`config.mk`:
```
export PLATFORM = sky130hd
export DESIGN_NAME = hyper_read_top
export DESIGN_NICKNAME = d
export VERILOG_FILES = /design/src/hw/hyper_read_pkg.sv /design/src/hw/hyper_burst_ctrl.sv /design/src/hw/hyper_ddr_capture.sv /design/src/hw/hyper_rd_arbiter.sv /design/src/hw/hyper_rd_fifo.sv /design/src/hw/hyper_read_top.sv
export SDC_FILE = /design/constraint.sdc
export NUM_CORES = 1
export LEC_CHECK = 0
export ABC_CLOCK_PERIOD_IN_PS = 4350
export BUFFER_PORTS_ARGS = -buffer_cell sky130_fd_sc_hd__clkbuf_2
export CORE_UTILIZATION = 40
export DETAILED_ROUTE_END_ITERATION = 10
export PLACE_DENSITY_LB_ADDON = 0.15
export SETUP_SLACK_MARGIN = 0.3
export SYNTH_ARGS = -nofsm -noshare
export SYNTH_HDL_FRONTEND = slang
export SYNTH_SLANG_ARGS = --single-unit
```
`constraint.sdc`:
```
create_clock -name clk_rwds -period 4.35 [get_ports clk_rwds]
set_input_delay 0.2175 -clock clk_rwds [delete_from_list [all_inputs] [get_ports clk_rwds]]
set_output_delay 0.2175 -clock clk_rwds [all_outputs]
set_load 0.05 [all_outputs]
```
`src/hw/hyper_read_pkg.sv`:
```
package hyper_read_pkg;

    // Word address width on the bus
    localparam int ADDR_W = 32;

    // Burst length field, value plus one gives the word count
    localparam int LEN_W = 5;

    // Longest burst in words
    localparam int MAX_BURST = 16;

    // Word buffer holds one full burst
    localparam int WORD_FIFO_DEPTH = MAX_BURST;

    // Pending requests per client
    localparam int REQ_FIFO_DEPTH = 4;

    // Read request from a client
    typedef struct packed {
        logic [ADDR_W-1:0] addr;
        logic [LEN_W-1:0]  len;
    } rd_req_t;

    // Command driven towards the HyperBus device
    typedef struct packed {
        logic [ADDR_W-1:0] addr;
        logic [LEN_W-1:0]  len;
    } hyper_cmd_t;

    // One 16-bit data word, last marks the end of a burst
    typedef struct packed {
        logic [15:0] data;
        logic        last;
    } rd_word_t;

    // Index of a read client
    typedef logic client_id_t;

endpackage

```
`src/hw/hyper_burst_ctrl.sv`:
```
`timescale 1ns/100ps

module hyper_burst_ctrl (
    input  logic                       clk_rwds,
    input  logic                       resetReadModule,

    input  logic                       grant_valid_i,
    output logic                       grant_ready_o,
    input  hyper_read_pkg::rd_req_t    grant_req_i,
    input  hyper_read_pkg::client_id_t grant_id_i,

    output logic                       hyper_cs_n_o,
    output logic                       hyper_cmd_valid_o,
    output hyper_read_pkg::hyper_cmd_t hyper_cmd_o,

    input  logic                       word_valid_i,
    output logic                       word_ready_o,
    input  hyper_read_pkg::rd_word_t   word_i,

    output logic [1:0]                 resp_valid_o,
    input  logic [1:0]                 resp_ready_i,
    output hyper_read_pkg::rd_word_t   resp_o
);

    import hyper_read_pkg::*;

    typedef enum logic [1:0] {
        ST_IDLE,
        ST_BURST,
        ST_DRAIN
    } state_e;

    state_e           state_q;
    client_id_t       id_q;
    hyper_cmd_t       cmd_q;
    logic             cmd_valid_q;
    logic             cs_n_q;
    logic [LEN_W-1:0] cap_cnt_q;
    logic [LEN_W-1:0] dlv_cnt_q;
    logic [15:0]      out_data_q;
    logic [1:0]       out_valid_q;
    logic             grant_fire;
    logic             pop_fire;
    logic             out_fire;
    logic             cap_last;
    logic             dlv_last;

    // New bursts only once the previous one has fully left
    assign grant_ready_o = (state_q == ST_IDLE);
    assign grant_fire    = grant_valid_i && grant_ready_o;

    assign out_fire     = |(out_valid_q & resp_ready_i);
    assign word_ready_o = (state_q == ST_BURST) && ((out_valid_q == 2'b00) || out_fire);
    assign pop_fire     = word_valid_i && word_ready_o;

    assign cap_last = (cap_cnt_q == cmd_q.len);
    assign dlv_last = (dlv_cnt_q == cmd_q.len);

    assign hyper_cs_n_o      = cs_n_q;
    assign hyper_cmd_valid_o = cmd_valid_q;
    assign hyper_cmd_o       = cmd_q;

    assign resp_valid_o = out_valid_q;
    assign resp_o       = '{data: out_data_q, last: dlv_last};

    always_ff @(posedge clk_rwds) begin
        if (grant_fire) begin
            cmd_q <= '{addr: grant_req_i.addr, len: grant_req_i.len};
        end
        if (pop_fire) begin
            out_data_q <= word_i.data;
        end
    end

    always_ff @(posedge clk_rwds or posedge resetReadModule) begin
        if (resetReadModule) begin
            state_q     <= ST_IDLE;
            id_q        <= 1'b0;
            cmd_valid_q <= 1'b0;
            cs_n_q      <= 1'b1;
            cap_cnt_q   <= '0;
            dlv_cnt_q   <= '0;
            out_valid_q <= 2'b00;
        end else begin
            // One-cycle command pulse after the grant
            cmd_valid_q <= grant_fire;
            if (out_fire) begin
                out_valid_q <= 2'b00;
            end
            // Route the word to the port of the client that owns the burst
            if (pop_fire) begin
                out_valid_q <= id_q ? 2'b10 : 2'b01;
            end
            case (state_q)
                ST_IDLE: begin
                    if (grant_fire) begin
                        state_q   <= ST_BURST;
                        id_q      <= grant_id_i;
                        cs_n_q    <= 1'b0;
                        cap_cnt_q <= '0;
                        dlv_cnt_q <= '0;
                    end
                end
                ST_BURST: begin
                    if (pop_fire) begin
                        cap_cnt_q <= cap_cnt_q + 1'b1;
                        if (cap_last) begin
                            state_q <= ST_DRAIN;
                            cs_n_q  <= 1'b1;
                        end
                    end
                    if (out_fire) begin
                        dlv_cnt_q <= dlv_cnt_q + 1'b1;
                    end
                end
                ST_DRAIN: begin
                    // Wait for the final word to be taken
                    if (out_fire) begin
                        dlv_cnt_q <= dlv_cnt_q + 1'b1;
                        if (dlv_last) begin
                            state_q <= ST_IDLE;
                        end
                    end
                end
                default: state_q <= ST_IDLE;
            endcase
        end
    end

    // The word buffer only holds data while a burst is being read
    a_word_in_burst: assert property (@(posedge clk_rwds) disable iff (resetReadModule)
        word_valid_i |-> (state_q == ST_BURST))
        else $error("word arrived outside a burst");

    a_resp_hold: assert property (@(posedge clk_rwds) disable iff (resetReadModule)
        (resp_valid_o != 2'b00) && !out_fire |=>
            (resp_valid_o == $past(resp_valid_o)) && $stable(resp_o))
        else $error("stalled response changed before acceptance");

endmodule

```
`src/hw/hyper_ddr_capture.sv`:
```
`timescale 1ns/100ps

module hyper_ddr_capture (
    input  logic                     clk_rwds,
    input  logic                     resetReadModule,

    input  logic [7:0]               hyper_dq_i,
    input  logic                     hyper_rwds_en_i,

    output logic                     word_valid_o,
    output hyper_read_pkg::rd_word_t word_o
);

    logic [7:0]  hi_byte_q;
    logic [7:0]  lo_byte_q;
    logic [15:0] word_data_q;
    logic        hi_valid_q;
    logic        lo_valid_q;
    logic        word_valid_q;

    // Rising edge carries the upper byte
    always_ff @(posedge clk_rwds or posedge resetReadModule) begin
        if (resetReadModule) begin
            hi_valid_q   <= 1'b0;
            word_valid_q <= 1'b0;
        end else begin
            hi_valid_q   <= hyper_rwds_en_i;
            word_valid_q <= lo_valid_q;
        end
    end

    // Both halves are joined at the rising edge after the lower byte
    always_ff @(posedge clk_rwds) begin
        hi_byte_q   <= hyper_dq_i;
        word_data_q <= {hi_byte_q, lo_byte_q};
    end

    // Falling edge completes the word only if the upper half was strobed
    always_ff @(negedge clk_rwds or posedge resetReadModule) begin
        if (resetReadModule) begin
            lo_valid_q <= 1'b0;
        end else begin
            lo_valid_q <= hyper_rwds_en_i && hi_valid_q;
        end
    end

    always_ff @(negedge clk_rwds) begin
        lo_byte_q <= hyper_dq_i;
    end

    assign word_valid_o = word_valid_q;
    // The controller fills in the last flag
    assign word_o = '{data: word_data_q, last: 1'b0};

endmodule

```
`src/hw/hyper_rd_arbiter.sv`:
```
`timescale 1ns/100ps

module hyper_rd_arbiter (
    input  logic                       clk_rwds,
    input  logic                       resetReadModule,

    input  logic [1:0]                 req_valid_i,
    output logic [1:0]                 req_ready_o,
    input  hyper_read_pkg::rd_req_t    req0_i,
    input  hyper_read_pkg::rd_req_t    req1_i,

    output logic                       grant_valid_o,
    input  logic                       grant_ready_i,
    output hyper_read_pkg::rd_req_t    grant_req_o,
    output hyper_read_pkg::client_id_t grant_id_o
);

    import hyper_read_pkg::*;

    client_id_t last_q;
    client_id_t sel;

    // On a tie the client not served last wins
    always_comb begin
        if (&req_valid_i) begin
            sel = ~last_q;
        end else begin
            sel = req_valid_i[1];
        end
    end

    assign grant_valid_o = |req_valid_i;
    assign grant_req_o   = sel ? req1_i : req0_i;
    assign grant_id_o    = sel;

    // Only the selected queue sees the controller's ready
    assign req_ready_o[0] = grant_ready_i && !sel;
    assign req_ready_o[1] = grant_ready_i && sel;

    // Start as if client 1 went last so client 0 wins the first tie
    always_ff @(posedge clk_rwds or posedge resetReadModule) begin
        if (resetReadModule) begin
            last_q <= 1'b1;
        end else if (grant_valid_o && grant_ready_i) begin
            last_q <= sel;
        end
    end

    // A client left waiting by an accepted grant is the one offered next
    a_round_robin: assert property (@(posedge clk_rwds) disable iff (resetReadModule)
        grant_valid_o && grant_ready_i && (&req_valid_i) |=> grant_id_o != $past(grant_id_o))
        else $error("waiting client was not offered after a contested grant");

endmodule

```
`src/hw/hyper_rd_fifo.sv`:
```
`timescale 1ns/100ps

module hyper_rd_fifo #(
    parameter type T     = logic,
    parameter int  DEPTH = 4
) (
    input  logic clk_rwds,
    input  logic resetReadModule,

    input  logic push_valid_i,
    output logic push_ready_o,
    input  T     push_data_i,

    output logic pop_valid_o,
    input  logic pop_ready_i,
    output T     pop_data_o
);

    localparam int PTR_W = $clog2(DEPTH);
    localparam int CNT_W = $clog2(DEPTH + 1);

    T                 mem_q [DEPTH];
    logic [PTR_W-1:0] wr_ptr_q;
    logic [PTR_W-1:0] rd_ptr_q;
    logic [CNT_W-1:0] count_q;
    logic             push_fire;
    logic             pop_fire;

    assign push_ready_o = (count_q != CNT_W'(DEPTH));
    assign pop_valid_o  = (count_q != '0);
    assign pop_data_o   = mem_q[rd_ptr_q];

    assign push_fire = push_valid_i && push_ready_o;
    assign pop_fire  = pop_valid_o && pop_ready_i;

    always_ff @(posedge clk_rwds) begin
        if (push_fire) begin
            mem_q[wr_ptr_q] <= push_data_i;
        end
    end

    // Pointers wrap on their own since DEPTH is a power of two
    always_ff @(posedge clk_rwds or posedge resetReadModule) begin
        if (resetReadModule) begin
            wr_ptr_q <= '0;
            rd_ptr_q <= '0;
            count_q  <= '0;
        end else begin
            if (push_fire) begin
                wr_ptr_q <= wr_ptr_q + 1'b1;
            end
            if (pop_fire) begin
                rd_ptr_q <= rd_ptr_q + 1'b1;
            end
            case ({push_fire, pop_fire})
                2'b10:   count_q <= count_q + 1'b1;
                2'b01:   count_q <= count_q - 1'b1;
                default: count_q <= count_q;
            endcase
        end
    end

    // An offer that is refused must still be there next cycle.
    // The DQ side cannot hold a word, so on the word buffer this is the overflow check
    a_no_overflow: assert property (@(posedge clk_rwds) disable iff (resetReadModule)
        push_valid_i && !push_ready_o |=> push_valid_i && $stable(push_data_i))
        else $error("push into full FIFO was lost");

    a_pop_known: assert property (@(posedge clk_rwds) disable iff (resetReadModule)
        pop_valid_o |-> !$isunknown(pop_data_o))
        else $error("FIFO presents unknown data");

endmodule

```
`src/hw/hyper_read_top.sv`:
```
`timescale 1ns/100ps

module hyper_read_top (
    input  logic                       clk_rwds,
    input  logic                       resetReadModule,

    input  logic                       req0_valid_i,
    output logic                       req0_ready_o,
    input  hyper_read_pkg::rd_req_t    req0_i,
    input  logic                       req1_valid_i,
    output logic                       req1_ready_o,
    input  hyper_read_pkg::rd_req_t    req1_i,

    output logic                       resp0_valid_o,
    input  logic                       resp0_ready_i,
    output hyper_read_pkg::rd_word_t   resp0_o,
    output logic                       resp1_valid_o,
    input  logic                       resp1_ready_i,
    output hyper_read_pkg::rd_word_t   resp1_o,

    output logic                       hyper_cs_n_o,
    output logic                       hyper_cmd_valid_o,
    output hyper_read_pkg::hyper_cmd_t hyper_cmd_o,
    input  logic [7:0]                 hyper_dq_i,
    input  logic                       hyper_rwds_en_i
);

    import hyper_read_pkg::*;

    logic [1:0] q_valid;
    logic [1:0] q_ready;
    rd_req_t    q0_req;
    rd_req_t    q1_req;
    logic       grant_valid;
    logic       grant_ready;
    rd_req_t    grant_req;
    client_id_t grant_id;
    logic       cap_valid;
    rd_word_t   cap_word;
    logic       buf_valid;
    logic       buf_ready;
    rd_word_t   buf_word;
    rd_word_t   resp_word;

    // Request queues, one per client
    hyper_rd_fifo #(.T(rd_req_t), .DEPTH(REQ_FIFO_DEPTH)) i_req_fifo0 (
        .clk_rwds        (clk_rwds),
        .resetReadModule (resetReadModule),
        .push_valid_i    (req0_valid_i),
        .push_ready_o    (req0_ready_o),
        .push_data_i     (req0_i),
        .pop_valid_o     (q_valid[0]),
        .pop_ready_i     (q_ready[0]),
        .pop_data_o      (q0_req)
    );

    hyper_rd_fifo #(.T(rd_req_t), .DEPTH(REQ_FIFO_DEPTH)) i_req_fifo1 (
        .clk_rwds        (clk_rwds),
        .resetReadModule (resetReadModule),
        .push_valid_i    (req1_valid_i),
        .push_ready_o    (req1_ready_o),
        .push_data_i     (req1_i),
        .pop_valid_o     (q_valid[1]),
        .pop_ready_i     (q_ready[1]),
        .pop_data_o      (q1_req)
    );

    hyper_rd_arbiter i_arbiter (
        .clk_rwds        (clk_rwds),
        .resetReadModule (resetReadModule),
        .req_valid_i     (q_valid),
        .req_ready_o     (q_ready),
        .req0_i          (q0_req),
        .req1_i          (q1_req),
        .grant_valid_o   (grant_valid),
        .grant_ready_i   (grant_ready),
        .grant_req_o     (grant_req),
        .grant_id_o      (grant_id)
    );

    hyper_ddr_capture i_capture (
        .clk_rwds        (clk_rwds),
        .resetReadModule (resetReadModule),
        .hyper_dq_i      (hyper_dq_i),
        .hyper_rwds_en_i (hyper_rwds_en_i),
        .word_valid_o    (cap_valid),
        .word_o          (cap_word)
    );

    // Sized for one burst, so the capture side never needs ready
    hyper_rd_fifo #(.T(rd_word_t), .DEPTH(WORD_FIFO_DEPTH)) i_word_fifo (
        .clk_rwds        (clk_rwds),
        .resetReadModule (resetReadModule),
        .push_valid_i    (cap_valid),
        .push_ready_o    (),
        .push_data_i     (cap_word),
        .pop_valid_o     (buf_valid),
        .pop_ready_i     (buf_ready),
        .pop_data_o      (buf_word)
    );

    hyper_burst_ctrl i_burst_ctrl (
        .clk_rwds          (clk_rwds),
        .resetReadModule   (resetReadModule),
        .grant_valid_i     (grant_valid),
        .grant_ready_o     (grant_ready),
        .grant_req_i       (grant_req),
        .grant_id_i        (grant_id),
        .hyper_cs_n_o      (hyper_cs_n_o),
        .hyper_cmd_valid_o (hyper_cmd_valid_o),
        .hyper_cmd_o       (hyper_cmd_o),
        .word_valid_i      (buf_valid),
        .word_ready_o      (buf_ready),
        .word_i            (buf_word),
        .resp_valid_o      ({resp1_valid_o, resp0_valid_o}),
        .resp_ready_i      ({resp1_ready_i, resp0_ready_i}),
        .resp_o            (resp_word)
    );

    // Both ports share the payload, valid selects the owner
    assign resp0_o = resp_word;
    assign resp1_o = resp_word;

endmodule

```
==> flow_metrics.py, run 1 <==
metrics = {
    "clock_network": {
        "cts_sinks": 685,
        "clock_latency_ns": 0.63,
        "htree_levels": 3,
        "cts.path.max_buffers": 3,
        "postCtsResizedCells": 0,
        "post-cts-setup-buffer-count": 0,
        "numCtsBuffers": 74,
        "clockRootBuffer": "clkbuf_16",
        "clk_pin_slew_ns": 0.06,
        "cts_tree": "yes",
    },
    "yosys": {
        "synth_top_area_share": 0.702,
        "syn_area_um2": 25900,
        "synth_top_area_cell": "edfxtp_1",
        "synth_ff_type": "edfxtp_1",
        "synth_seq_area_share": 0.774,
        "synth-edff-count": 605,
        "ys_async_sr_fraction": 0.0701,
        "synth.distinct_cells": 45,
        "avgSynthCellArea_um2": 20.7,
        "syn_nets": 1369,
        "yosysWarningCount": 0,
        "netlist_top_cells_count": "edfxtp_1, mux4_2, nand2_1, dfrtp_1, dfxtp_1",
        "syn_inst": 1251,
        "yosys_register_bits": 685,
        "yosysMostFrequentCell": "edfxtp_1",
        "synth_area_leaders": "edfxtp_1, mux4_2, dfrtp_1",
    },
    "worst_setup_path": {
        "crit_arrival_ns": 3.66,
        "crit_chain": "or4_4, o221a_4, ha_1, xor2_1, ha_1, o21a_1, o21ai_0, nand3b_1, a21oi_1, xnor2_1",
        "max_stage_delay_ns": 0.56,
        "crit_top_cell": "ha_1",
        "worstSetupEndpointType": "flip-flop",
        "r2r_start": "i_word_fifo.count_q[1]",
        "crit_required_ns": 4.88,
        "startpoint": "i_word_fifo.count_q[1]",
        "reg2regPathDepth": 10,
        "rr_endpoint": "i_word_fifo.count_q[4]",
        "reg2reg_slack_ns": 1.23,
        "slowest_stage": "or4_4",
        "startpoint_type": "flip-flop",
        "critPathKind": "reg -> reg",
        "critPathMaxFanout": 31,
    },
    "grt": {
        "grt_pass1_vias": 13229,
        "overflow": 0,
        "antenna_found_initial": 4,
        "grt_max_degree": 48,
        "grt_pass1_wl_um": 84200,
        "grt_usage": 0.174,
    },
    "die": {
        "die_y_um": 256,
        "die_x_um": 256,
        "core_area_um2": 63400,
        "start_util": 0.408,
        "fp.dieArea_um2": 65700,
        "ios": 166,
        "rows": 92,
    },
    "sta": {
        "grt_setup_unrepaired": "false",
        "slew_viol_final": 0,
        "setup_viol": 0,
        "finalSetupTns_ns": 0,
        "tightestPinTransition_ns": 0.921,
        "clock_skew_ns": 0.0316,
        "hold_viol": 0,
        "slew_headroom": 0.383,
        "fin_ws_ns": 1.23,
        "min_period_ns": 3.12,
        "timing.final.crit_share": 0.718,
        "fmax_mhz": 320,
    },
    "power": {
        "worst_ir_drop_vdd_v": 0.000546,
        "leakage_nw": 11.0,
        "pwr_density_cell_nw_per_um2": 724,
    },
    "routing": {
        "firstDrtPassIters": 5,
        "wl_per_cell_um": 22.8,
        "wl_um": 56000,
        "ant_nets": 0,
        "num_vias": 12473,
        "drt_first_iter_violations": 900,
        "post-route-drc-count": 0,
        "viasPerCell": 5.07,
    },
    "layout": {
        "register_area_um2": 20000,
        "drive_above_1_share": 0.307,
        "area_growth_pct": 20.5,
        "n_fill_cell": 5239,
        "nets": 1674,
        "final_util": 0.491,
        "multiInputGateArea_um2": 5440,
    },
    "min_path": {
        "whs_endpoint": "i_req_fifo0.wr_ptr_q[0]",
        "min_path_cells": 3,
        "hold_start": "req0_valid_i",
        "hold_path_class": "in -> reg",
    },
    "place": {
        "dp_hpwl_um": 32800,
        "dp_slack_ns": 1.23,
        "gp_congestion": 0.744,
        "io_buffers": 165,
    },
    "status": {
        "status": "complete, no violations",
    },
    "job": {
        "maxCapViolCount": 0,
    },
}
[stage by stage]
| step | power, mW | area (um^2) | std cells | hold WS (ns) |
|---|---|---|---|---|
| 3_3_place_gp | 16.2 | 27700 | 2234 | 0.315 |
| 5_1_grt | 23.6 | 31200 | 2460 | 0.0961 |
| 2_1_floorplan | 14.3 | 25900 | 1251 | 0.245 |
| 3_5_place_dp | 16.3 | 27700 | 2234 | 0.315 |
| 6_report | 22.5 | 31200 | 2461 | 0.0698 |
| 4_1_cts | 22.9 | 31200 | 2458 | 0.00199 |
[cells by family (layout without fill, tap and decap cells)]
logic type | Yosys count | in the layout | share of synthesized area
and+or+nand+nor | 213 | 213 | 0.0349
adders and majority gates | 29 | 29 | 0.0146
muxes | 162 | 162 | 0.138
AOI/OAI and AO/OA | 33 | 33 | 0.00832
xor gates and xnor gates | 39 | 39 | 0.0132
DFF | 685 | 685 | 0.774
other | 0 | 3 | 0
buffers and inverters | 90 | 451 | 0.0178
[flip-flops by register name, indices dropped and copies added, names as in the netlist, 4 cells and up]
name and cells:
i_burst_ctrl.cap_cnt_q 5, i_burst_ctrl.dlv_cnt_q 5, i_burst_ctrl.hyper_cmd_o 37, i_burst_ctrl.out_data_q 16, i_capture.hi_byte_q 8, i_capture.lo_byte_q 8, i_capture.word_data_q 16, i_req_fifo0.mem_q 148
i_req_fifo1.mem_q 148, i_word_fifo.count_q 5, i_word_fifo.mem_q 256, i_word_fifo.rd_ptr_q 4, i_word_fifo.wr_ptr_q 4
[layout by cell type (no fill, tap or decap), types with 4 or more instances in the layout]
| master | count |
|---|---|
| clkbuf_2 | 165 |
| clkinv_1 | 12 |
| edfxtp_1 | 605 |
| bufinv_16 | 12 |
| inv_1 | 28 |
| mux4_2 | 154 |
| and3_2 | 8 |
| nor3_2 | 4 |
| clkbuf_1 | 14 |
| mux2i_1 | 4 |
| clkbuf_16 | 74 |
| nand3_1 | 14 |
| xor2_1 | 15 |
| dfrtp_2 | 6 |
| dfxtp_1 | 32 |
| xnor2_1 | 24 |
| nand2_1 | 143 |
| buf_4 | 37 |
| nor2_1 | 22 |
| dfrtp_1 | 38 |
| o21ai_0 | 11 |
| clkinv_2 | 6 |
| ha_1 | 27 |
| a21oi_1 | 5 |
| dlygate4sd3_1 | 85 |
[what timing repair did]
| item | CTS | global route |
|---|---|---|
| setup endpoints to repair | 0 | 0 |
| endpoints found under the hold margin | 351 | 0 |
| hold buffers | 85 | 0 |
[how the worst max path moves through the flow]
stage | depth (start not counted) | to | slack, ns
final | 10 | i_word_fifo.count_q[4] | 1.23
after global routing | 11 | i_word_fifo.count_q[4] | 1.05
after CTS | 10 | i_word_fifo.count_q[4] | 1.22
after detailed placement | 10 | i_word_fifo.count_q[4] | 1.23
after global placement | 10 | i_word_fifo.count_q[4] | 1.25
after floorplan | 1 | i_capture.lo_valid_q | 0.91
[metal layers]
metal	share of wire	global-route usage
met3	0.050	0.0401
met5	0.00036	0
met2	0.50	0.283
met4	0.017	0.0436
met1	0.44	0.235
[power breakdown]
group          switching (mW)  internal [mW]  leakage (nW)
clock network            2.60           3.93          1.26
logic                    3.96           2.55          3.32
registers               0.908           8.61          6.38
total                    7.46           15.1          11.0
[layout make-up]
type | count | share of cell area
Tap cell | 846 | 0.0340
Clock buffer | 91 | 0.0624
Inverter | 22 | 0.00265
Antenna cell | 3 | 0.000241
Timing Repair Buffer | 289 | 0.0640
Multi-Input combinational cell | 476 | 0.174
Clock inverter | 49 | 0.0196
Sequential cell | 685 | 0.643
[critical path: cells and delay by family (launching register included)]
family	cells	cell delay, ns
and+or+nand+nor	2	0.66
xor gates and xnor gates	2	0.31
DFF	1	0.47
AOI/OAI and AO/OA	4	0.96
adders and majority gates	2	0.63
(Power assumes the default switching activity.)
==> run 2: changes to the inputs <==
- ABC_CLOCK_PERIOD_IN_PS: 4350 -> 2600
- clock period: 4.35 -> 2.6 ns (I/O delays scaled with it)
==> run 2 against run 1 <==
Register-to-register slack worse by 1.1 ns; non-clock buffer count up 40; maximum frequency up 25%; clock-buffer cell count unchanged; global-route usage down 0.26 points; critical path type unchanged; largest power group unchanged; highest routed layer unchanged.
==> flow_metrics.py, run 2 (synthesis results as in run 1) <==
metrics = {
    "min_path": {
        "hold_path_class": "in -> reg",
        "min_path_cells": 3,
    },
    "die": {
        "ios": 166,
        "die_x_um": 256,
        "die_y_um": 256,
        "fp.dieArea_um2": 65700,
        "core_area_um2": 63400,
        "start_util": 0.408,
        "rows": 92,
    },
    "routing": {
        "post-route-drc-count": 0,
        "viasPerCell": 5.05,
        "num_vias": 12600,
        "wl_per_cell_um": 22.1,
        "drt_first_iter_violations": 708,
        "ant_nets": 0,
        "wl_um": 55100,
        "firstDrtPassIters": 5,
    },
    "worst_setup_path": {
        "worstSetupEndpointType": "flip-flop",
        "slowest_stage": "or4_4",
        "cp_num_buf_inv": 1,
        "worst-path-stages": 10,
        "endpoint": "i_word_fifo.count_q[2]",
        "crit_chain": "or4_4, o221a_4, ha_4, xor2_1, ha_2, buf_4, a21oi_2, xor2_1, nor2_1, xor2_1",
        "crit_top_cell": "xor2_1",
        "critPathKind": "reg -> reg",
        "crit_required_ns": 3.09,
        "r2r_start": "i_word_fifo.count_q[0]",
        "crit_family": "simple AND/OR/NAND/NOR gates",
        "critPathMaxFanout": 3,
        "startpoint_type": "flip-flop",
        "reg2reg_slack_ns": 0.1,
        "rr_endpoint": "i_word_fifo.count_q[2]",
        "startpoint": "i_word_fifo.count_q[0]",
        "reg2regPathDepth": 10,
        "crit_arrival_ns": 2.99,
        "max_stage_delay_ns": 0.55,
    },
    "sta": {
        "setup_viol": 0,
        "grt_setup_unrepaired": "true",
        "tightestPinTransition_ns": 0.686,
        "finalSetupTns_ns": 0,
        "slew_viol_final": 0,
        "clock_skew_ns": 0.0374,
        "fmax_mhz": 400,
        "whs_ns": 0.0419,
        "timing.final.crit_share": 0.963,
        "slew_headroom": 0.542,
        "min_period_ns": 2.50,
        "fin_ws_ns": 0.0974,
        "hold_viol": 0,
    },
    "clock_network": {
        "cts_sinks": 685,
        "cts_tree": "yes",
        "numCtsBuffers": 73,
        "clk_pin_slew_ns": 0.06,
        "htree_levels": 3,
        "clock_latency_ns": 0.65,
        "cts.path.max_buffers": 3,
        "clockRootBuffer": "clkbuf_16",
    },
    "layout": {
        "fin_cells": 2497,
        "top_register": "i_word_fifo.mem_q",
        "final_common_cell": "edfxtp_1",
        "fin_area_um2": 31900,
        "top_regs": "i_word_fifo.mem_q (256), i_req_fifo0.mem_q (148), i_req_fifo1.mem_q (148)",
        "drive_above_1_share": 0.343,
        "diodes": 0,
        "largest_register_ffs": 256,
        "final_cell_mix": "edfxtp_1, clkbuf_2, mux4_2, nand2_1, dlygate4sd3_1",
        "nets": 1713,
        "area_growth_pct": 23.5,
    },
    "grt": {
        "grt_usage": 0.171,
        "grt_max_degree": 50,
        "overflow": 0,
        "grt_pass1_vias": 13458,
        "grt_pass1_wl_um": 83300,
        "antenna_found_initial": 3,
    },
    "power": {
        "pwr_density_cell_nw_per_um2": 1190,
        "worst_ir_drop_vdd_v": 0.000792,
        "leakage_nw": 11.3,
    },
    "place": {
        "dp_cells": 2250,
        "gp_congestion": 0.741,
        "io_buffers": 165,
        "place_area_um2": 28200,
        "dp_hpwl_um": 32000,
        "dp_slack_ns": 0.0933,
    },
    "status": {
        "status": "complete, no violations",
    },
    "job": {
        "maxCapViolCount": 0,
    },
}
[run 2: final cells by class]
| cell class | count | area (um^2) |
|---|---|---|
| multi-input combinational | 476 | 5630 |
| clock buffer | 91 | 1980 |
| timing repair buffer | 329 | 2690 |
| sequential | 685 | 20000 |
| fill | 5147 | 31500 |
| tap | 846 | 1060 |
| clock inverter | 48 | 465 |
| inverter | 22 | 86.3 |
[run 2: power by group]
group,leakage (nW),switching (mW),internal (mW)
Clock,1.22,4.29,6.03
Combinational,3.66,7.32,4.99
Sequential,6.38,1.05,14.4
[run 2: worst min-delay path by stage]
stage                     from  slack (ns)                            to
2_1_floorplan  resetReadModule        0.16     i_burst_ctrl.cap_cnt_q[0]
3_3_place_gp   hyper_rwds_en_i        0.25          i_capture.hi_valid_q
3_5_place_dp     hyper_dq_i[5]        0.25        i_capture.hi_byte_q[5]
4_1_cts          resp0_ready_i        0.01  i_burst_ctrl.resp_valid_o[1]
5_1_grt          resp0_ready_i        0.04  i_burst_ctrl.resp_valid_o[1]
6_report         resp0_ready_i        0.04  i_burst_ctrl.resp_valid_o[1]
[run 2: through the flow]
| step | power [mW] | util |
|---|---|---|
| 3_5_place_dp | 27.7 | 0.445 |
| 3_3_place_gp | 27.6 | 0.445 |
| 2_1_floorplan | 24.1 | - |
| 4_1_cts | 38.4 | 0.499 |
| 5_1_grt | 39.9 | 0.503 |
| 6_report | 38.1 | 0.503 |
[run 2: timing repair]
item | in CTS | in global routing
hold endpoints to repair | 355 | 0
pin swaps | 5 | 12
hold buffers | 88 | 0
resized for setup | 9 | 39
setup endpoints to repair | 5 | 144
setup buffers | 6 | 14
gates cloned | 0 | 1
[run 2: worst reg2reg max path: cells and delay by family, from the launching register on]
| kind | cells | cell delay [ns] |
|---|---|---|
| DFF | 1 | 0.37 |
| adders and majority gates | 2 | 0.38 |
| xor gates and xnor gates | 3 | 0.48 |
| AOI/OAI and AO/OA | 2 | 0.40 |
| and+or+nand+nor | 2 | 0.62 |
| buffers and inverters | 1 | 0.14 |
[run 2: per-layer routing]
layer  track usage  share of wire  wire (um)  up-vias
li1              -              -          -     5651
met1         0.216           0.41      22700     6585
met2         0.299           0.52      28700      275
met3        0.0322          0.046       2530       83
met4        0.0501          0.021       1130        6
met5             0        0.00062         34        -
==> run 3: changes to the inputs <==
- BUFFER_PORTS_ARGS: -buffer_cell sky130_fd_sc_hd__clkbuf_2 -> -buffer_cell sky130_fd_sc_hd__buf_4
==> run 3 against run 2 <==
Maximum frequency is 0.96% higher; design area rose by 0.53%; largest power group unchanged; clock skew is 0.0091 ns lower.
==> flow_metrics.py, run 3 (synthesis results as in run 1) <==
metrics = {
    "status": {
        "status": "complete, no violations",
    },
    "clock_network": {
        "cts.path.max_buffers": 3,
        "cts_tree": "yes",
        "clockRootBuffer": "clkbuf_16",
        "cts_sinks": 685,
        "htree_levels": 3,
        "clock_latency_ns": 0.64,
        "clk_pin_slew_ns": 0.06,
        "numCtsBuffers": 73,
    },
    "worst_setup_path": {
        "critPathKind": "reg -> reg",
        "max_stage_delay_ns": 0.57,
        "crit_family": "compound AO/OA/AOI/OAI gates",
        "startpoint": "i_word_fifo.count_q[1]",
        "worstSetupEndpointType": "flip-flop",
        "crit_arrival_ns": 3.02,
        "crit_required_ns": 3.14,
        "r2r_start": "i_word_fifo.count_q[1]",
        "startpoint_type": "flip-flop",
        "slowest_stage": "or4_4",
        "crit_chain": "or4_4, o221a_4, ha_4, xor2_1, ha_2, o21a_1, o21ai_1, nand3b_1, a21oi_2, xnor2_1",
        "cp_num_buf_inv": 0,
        "reg2regPathDepth": 10,
        "critPathMaxFanout": 3,
        "worst-path-stages": 10,
    },
    "routing": {
        "wl_um": 55100,
        "viasPerCell": 5.04,
        "post-route-drc-count": 0,
        "drt_first_iter_violations": 722,
        "num_vias": 12554,
        "ant_nets": 0,
        "wl_per_cell_um": 22.1,
        "firstDrtPassIters": 4,
    },
    "power": {
        "leakage_nw": 11.3,
        "worst_ir_drop_vdd_v": 0.000682,
        "p_total_mw": 38.5,
        "pwr_density_cell_nw_per_um2": 1200,
    },
    "grt": {
        "grt_pass1_wl_um": 84100,
        "overflow": 0,
        "antenna_found_initial": 7,
        "grt_usage": 0.172,
        "grt_pass1_vias": 13454,
        "grt_max_degree": 48,
    },
    "sta": {
        "fmax_mhz": 403,
        "timing.final.crit_share": 0.953,
        "clock_skew_ns": 0.0283,
        "grt_setup_unrepaired": "true",
        "slew_headroom": 0.433,
        "tightestPinTransition_ns": 0.848,
        "finalSetupTns_ns": 0,
        "min_period_ns": 2.48,
        "fin_ws_ns": 0.121,
        "whs_ns": 0.175,
        "slew_viol_final": 0,
        "hold_viol": 0,
        "setup_viol": 0,
    },
    "layout": {
        "final_util": 0.506,
        "fin_cells": 2490,
        "fin_area_um2": 32100,
        "multiInputGateArea_um2": 5540,
        "top_register": "i_word_fifo.mem_q",
        "final_common_cell": "edfxtp_1",
        "final_cell_mix": "edfxtp_1, buf_4, mux4_2, nand2_1, dlygate4sd3_1",
        "n_fill_cell": 5096,
        "largest_register_ffs": 256,
        "nets": 1702,
        "top_regs": "i_word_fifo.mem_q (256), i_req_fifo0.mem_q (148), i_req_fifo1.mem_q (148)",
        "area_growth_pct": 24.1,
        "register_area_um2": 20000,
        "drive_above_1_share": 0.329,
    },
    "job": {
        "maxCapViolCount": 0,
    },
    "die": {
        "fp.dieArea_um2": 65700,
        "core_area_um2": 63400,
        "rows": 92,
        "die_x_um": 256,
        "die_y_um": 256,
        "start_util": 0.408,
        "ios": 166,
    },
    "place": {
        "dp_cells": 2250,
        "dp_hpwl_um": 32700,
        "gp_congestion": 0.722,
        "place_area_um2": 28600,
        "io_buffers": 165,
        "dp_slack_ns": 0.106,
    },
    "min_path": {
        "min_path_cells": 2,
        "hold_start": "hyper_rwds_en_i",
        "hold_path_class": "in -> reg",
    },
}
## run 3: changes by cell type in the layout (fill, tap and decap cells not counted), moves of 6 or more
cell,before,now
nor2_2,9,3
buf_4,39,204
buf_12,30,23
clkbuf_2,165,0
nor2_1,10,18
## run 3: per-layer routing
metal  vias to the layer above  track usage  wire length [um]
li1                       5603            -                 -
met3                        81       0.0368              2250
met2                       217        0.296             28800
met1                      6643        0.220             23000
met4                        10       0.0456               945
met5                         -            0                57
## run 3: layout make-up
| class | count | share of cell area |
|---|---|---|
| Timing Repair Buffer | 318 | 0.0905 |
| Antenna cell | 2 | 0.000156 |
| Clock buffer | 93 | 0.0605 |
| Sequential cell | 685 | 0.624 |
| Tap cell | 846 | 0.0330 |
| Multi-Input combinational cell | 476 | 0.173 |
| Clock inverter | 48 | 0.0168 |
| Inverter | 22 | 0.00269 |
## run 3: power breakdown
group,internal [mW],leakage (nW),switching [mW]
registers,14.4,6.38,1.00
clock network,6.26,1.24,4.29
logic,5.24,3.65,7.33
## run 3: worst paths after layout
kind | end | slack [ns]
worst max register to register | i_word_fifo.count_q[4] | 0.12
worst min-delay path | i_capture.hi_valid_q | 0.18
min in group asynchronous | i_capture.word_valid_o | 0.28
max in group asynchronous | i_capture.lo_valid_q | 1.34
worst min register to register | i_capture.word_data_q[8] | 0.33
worst max-delay path | i_word_fifo.count_q[4] | 0.12
## run 3: timing repair
| item | in CTS | in global routing |
|---|---|---|
| setup endpoints to repair | 5 | 39 |
| hold endpoints to repair | 356 | 0 |
| hold buffers | 89 | 0 |
| pin swaps | 1 | 12 |
| setup buffers | 2 | 7 |
| resized for setup | 2 | 20 |
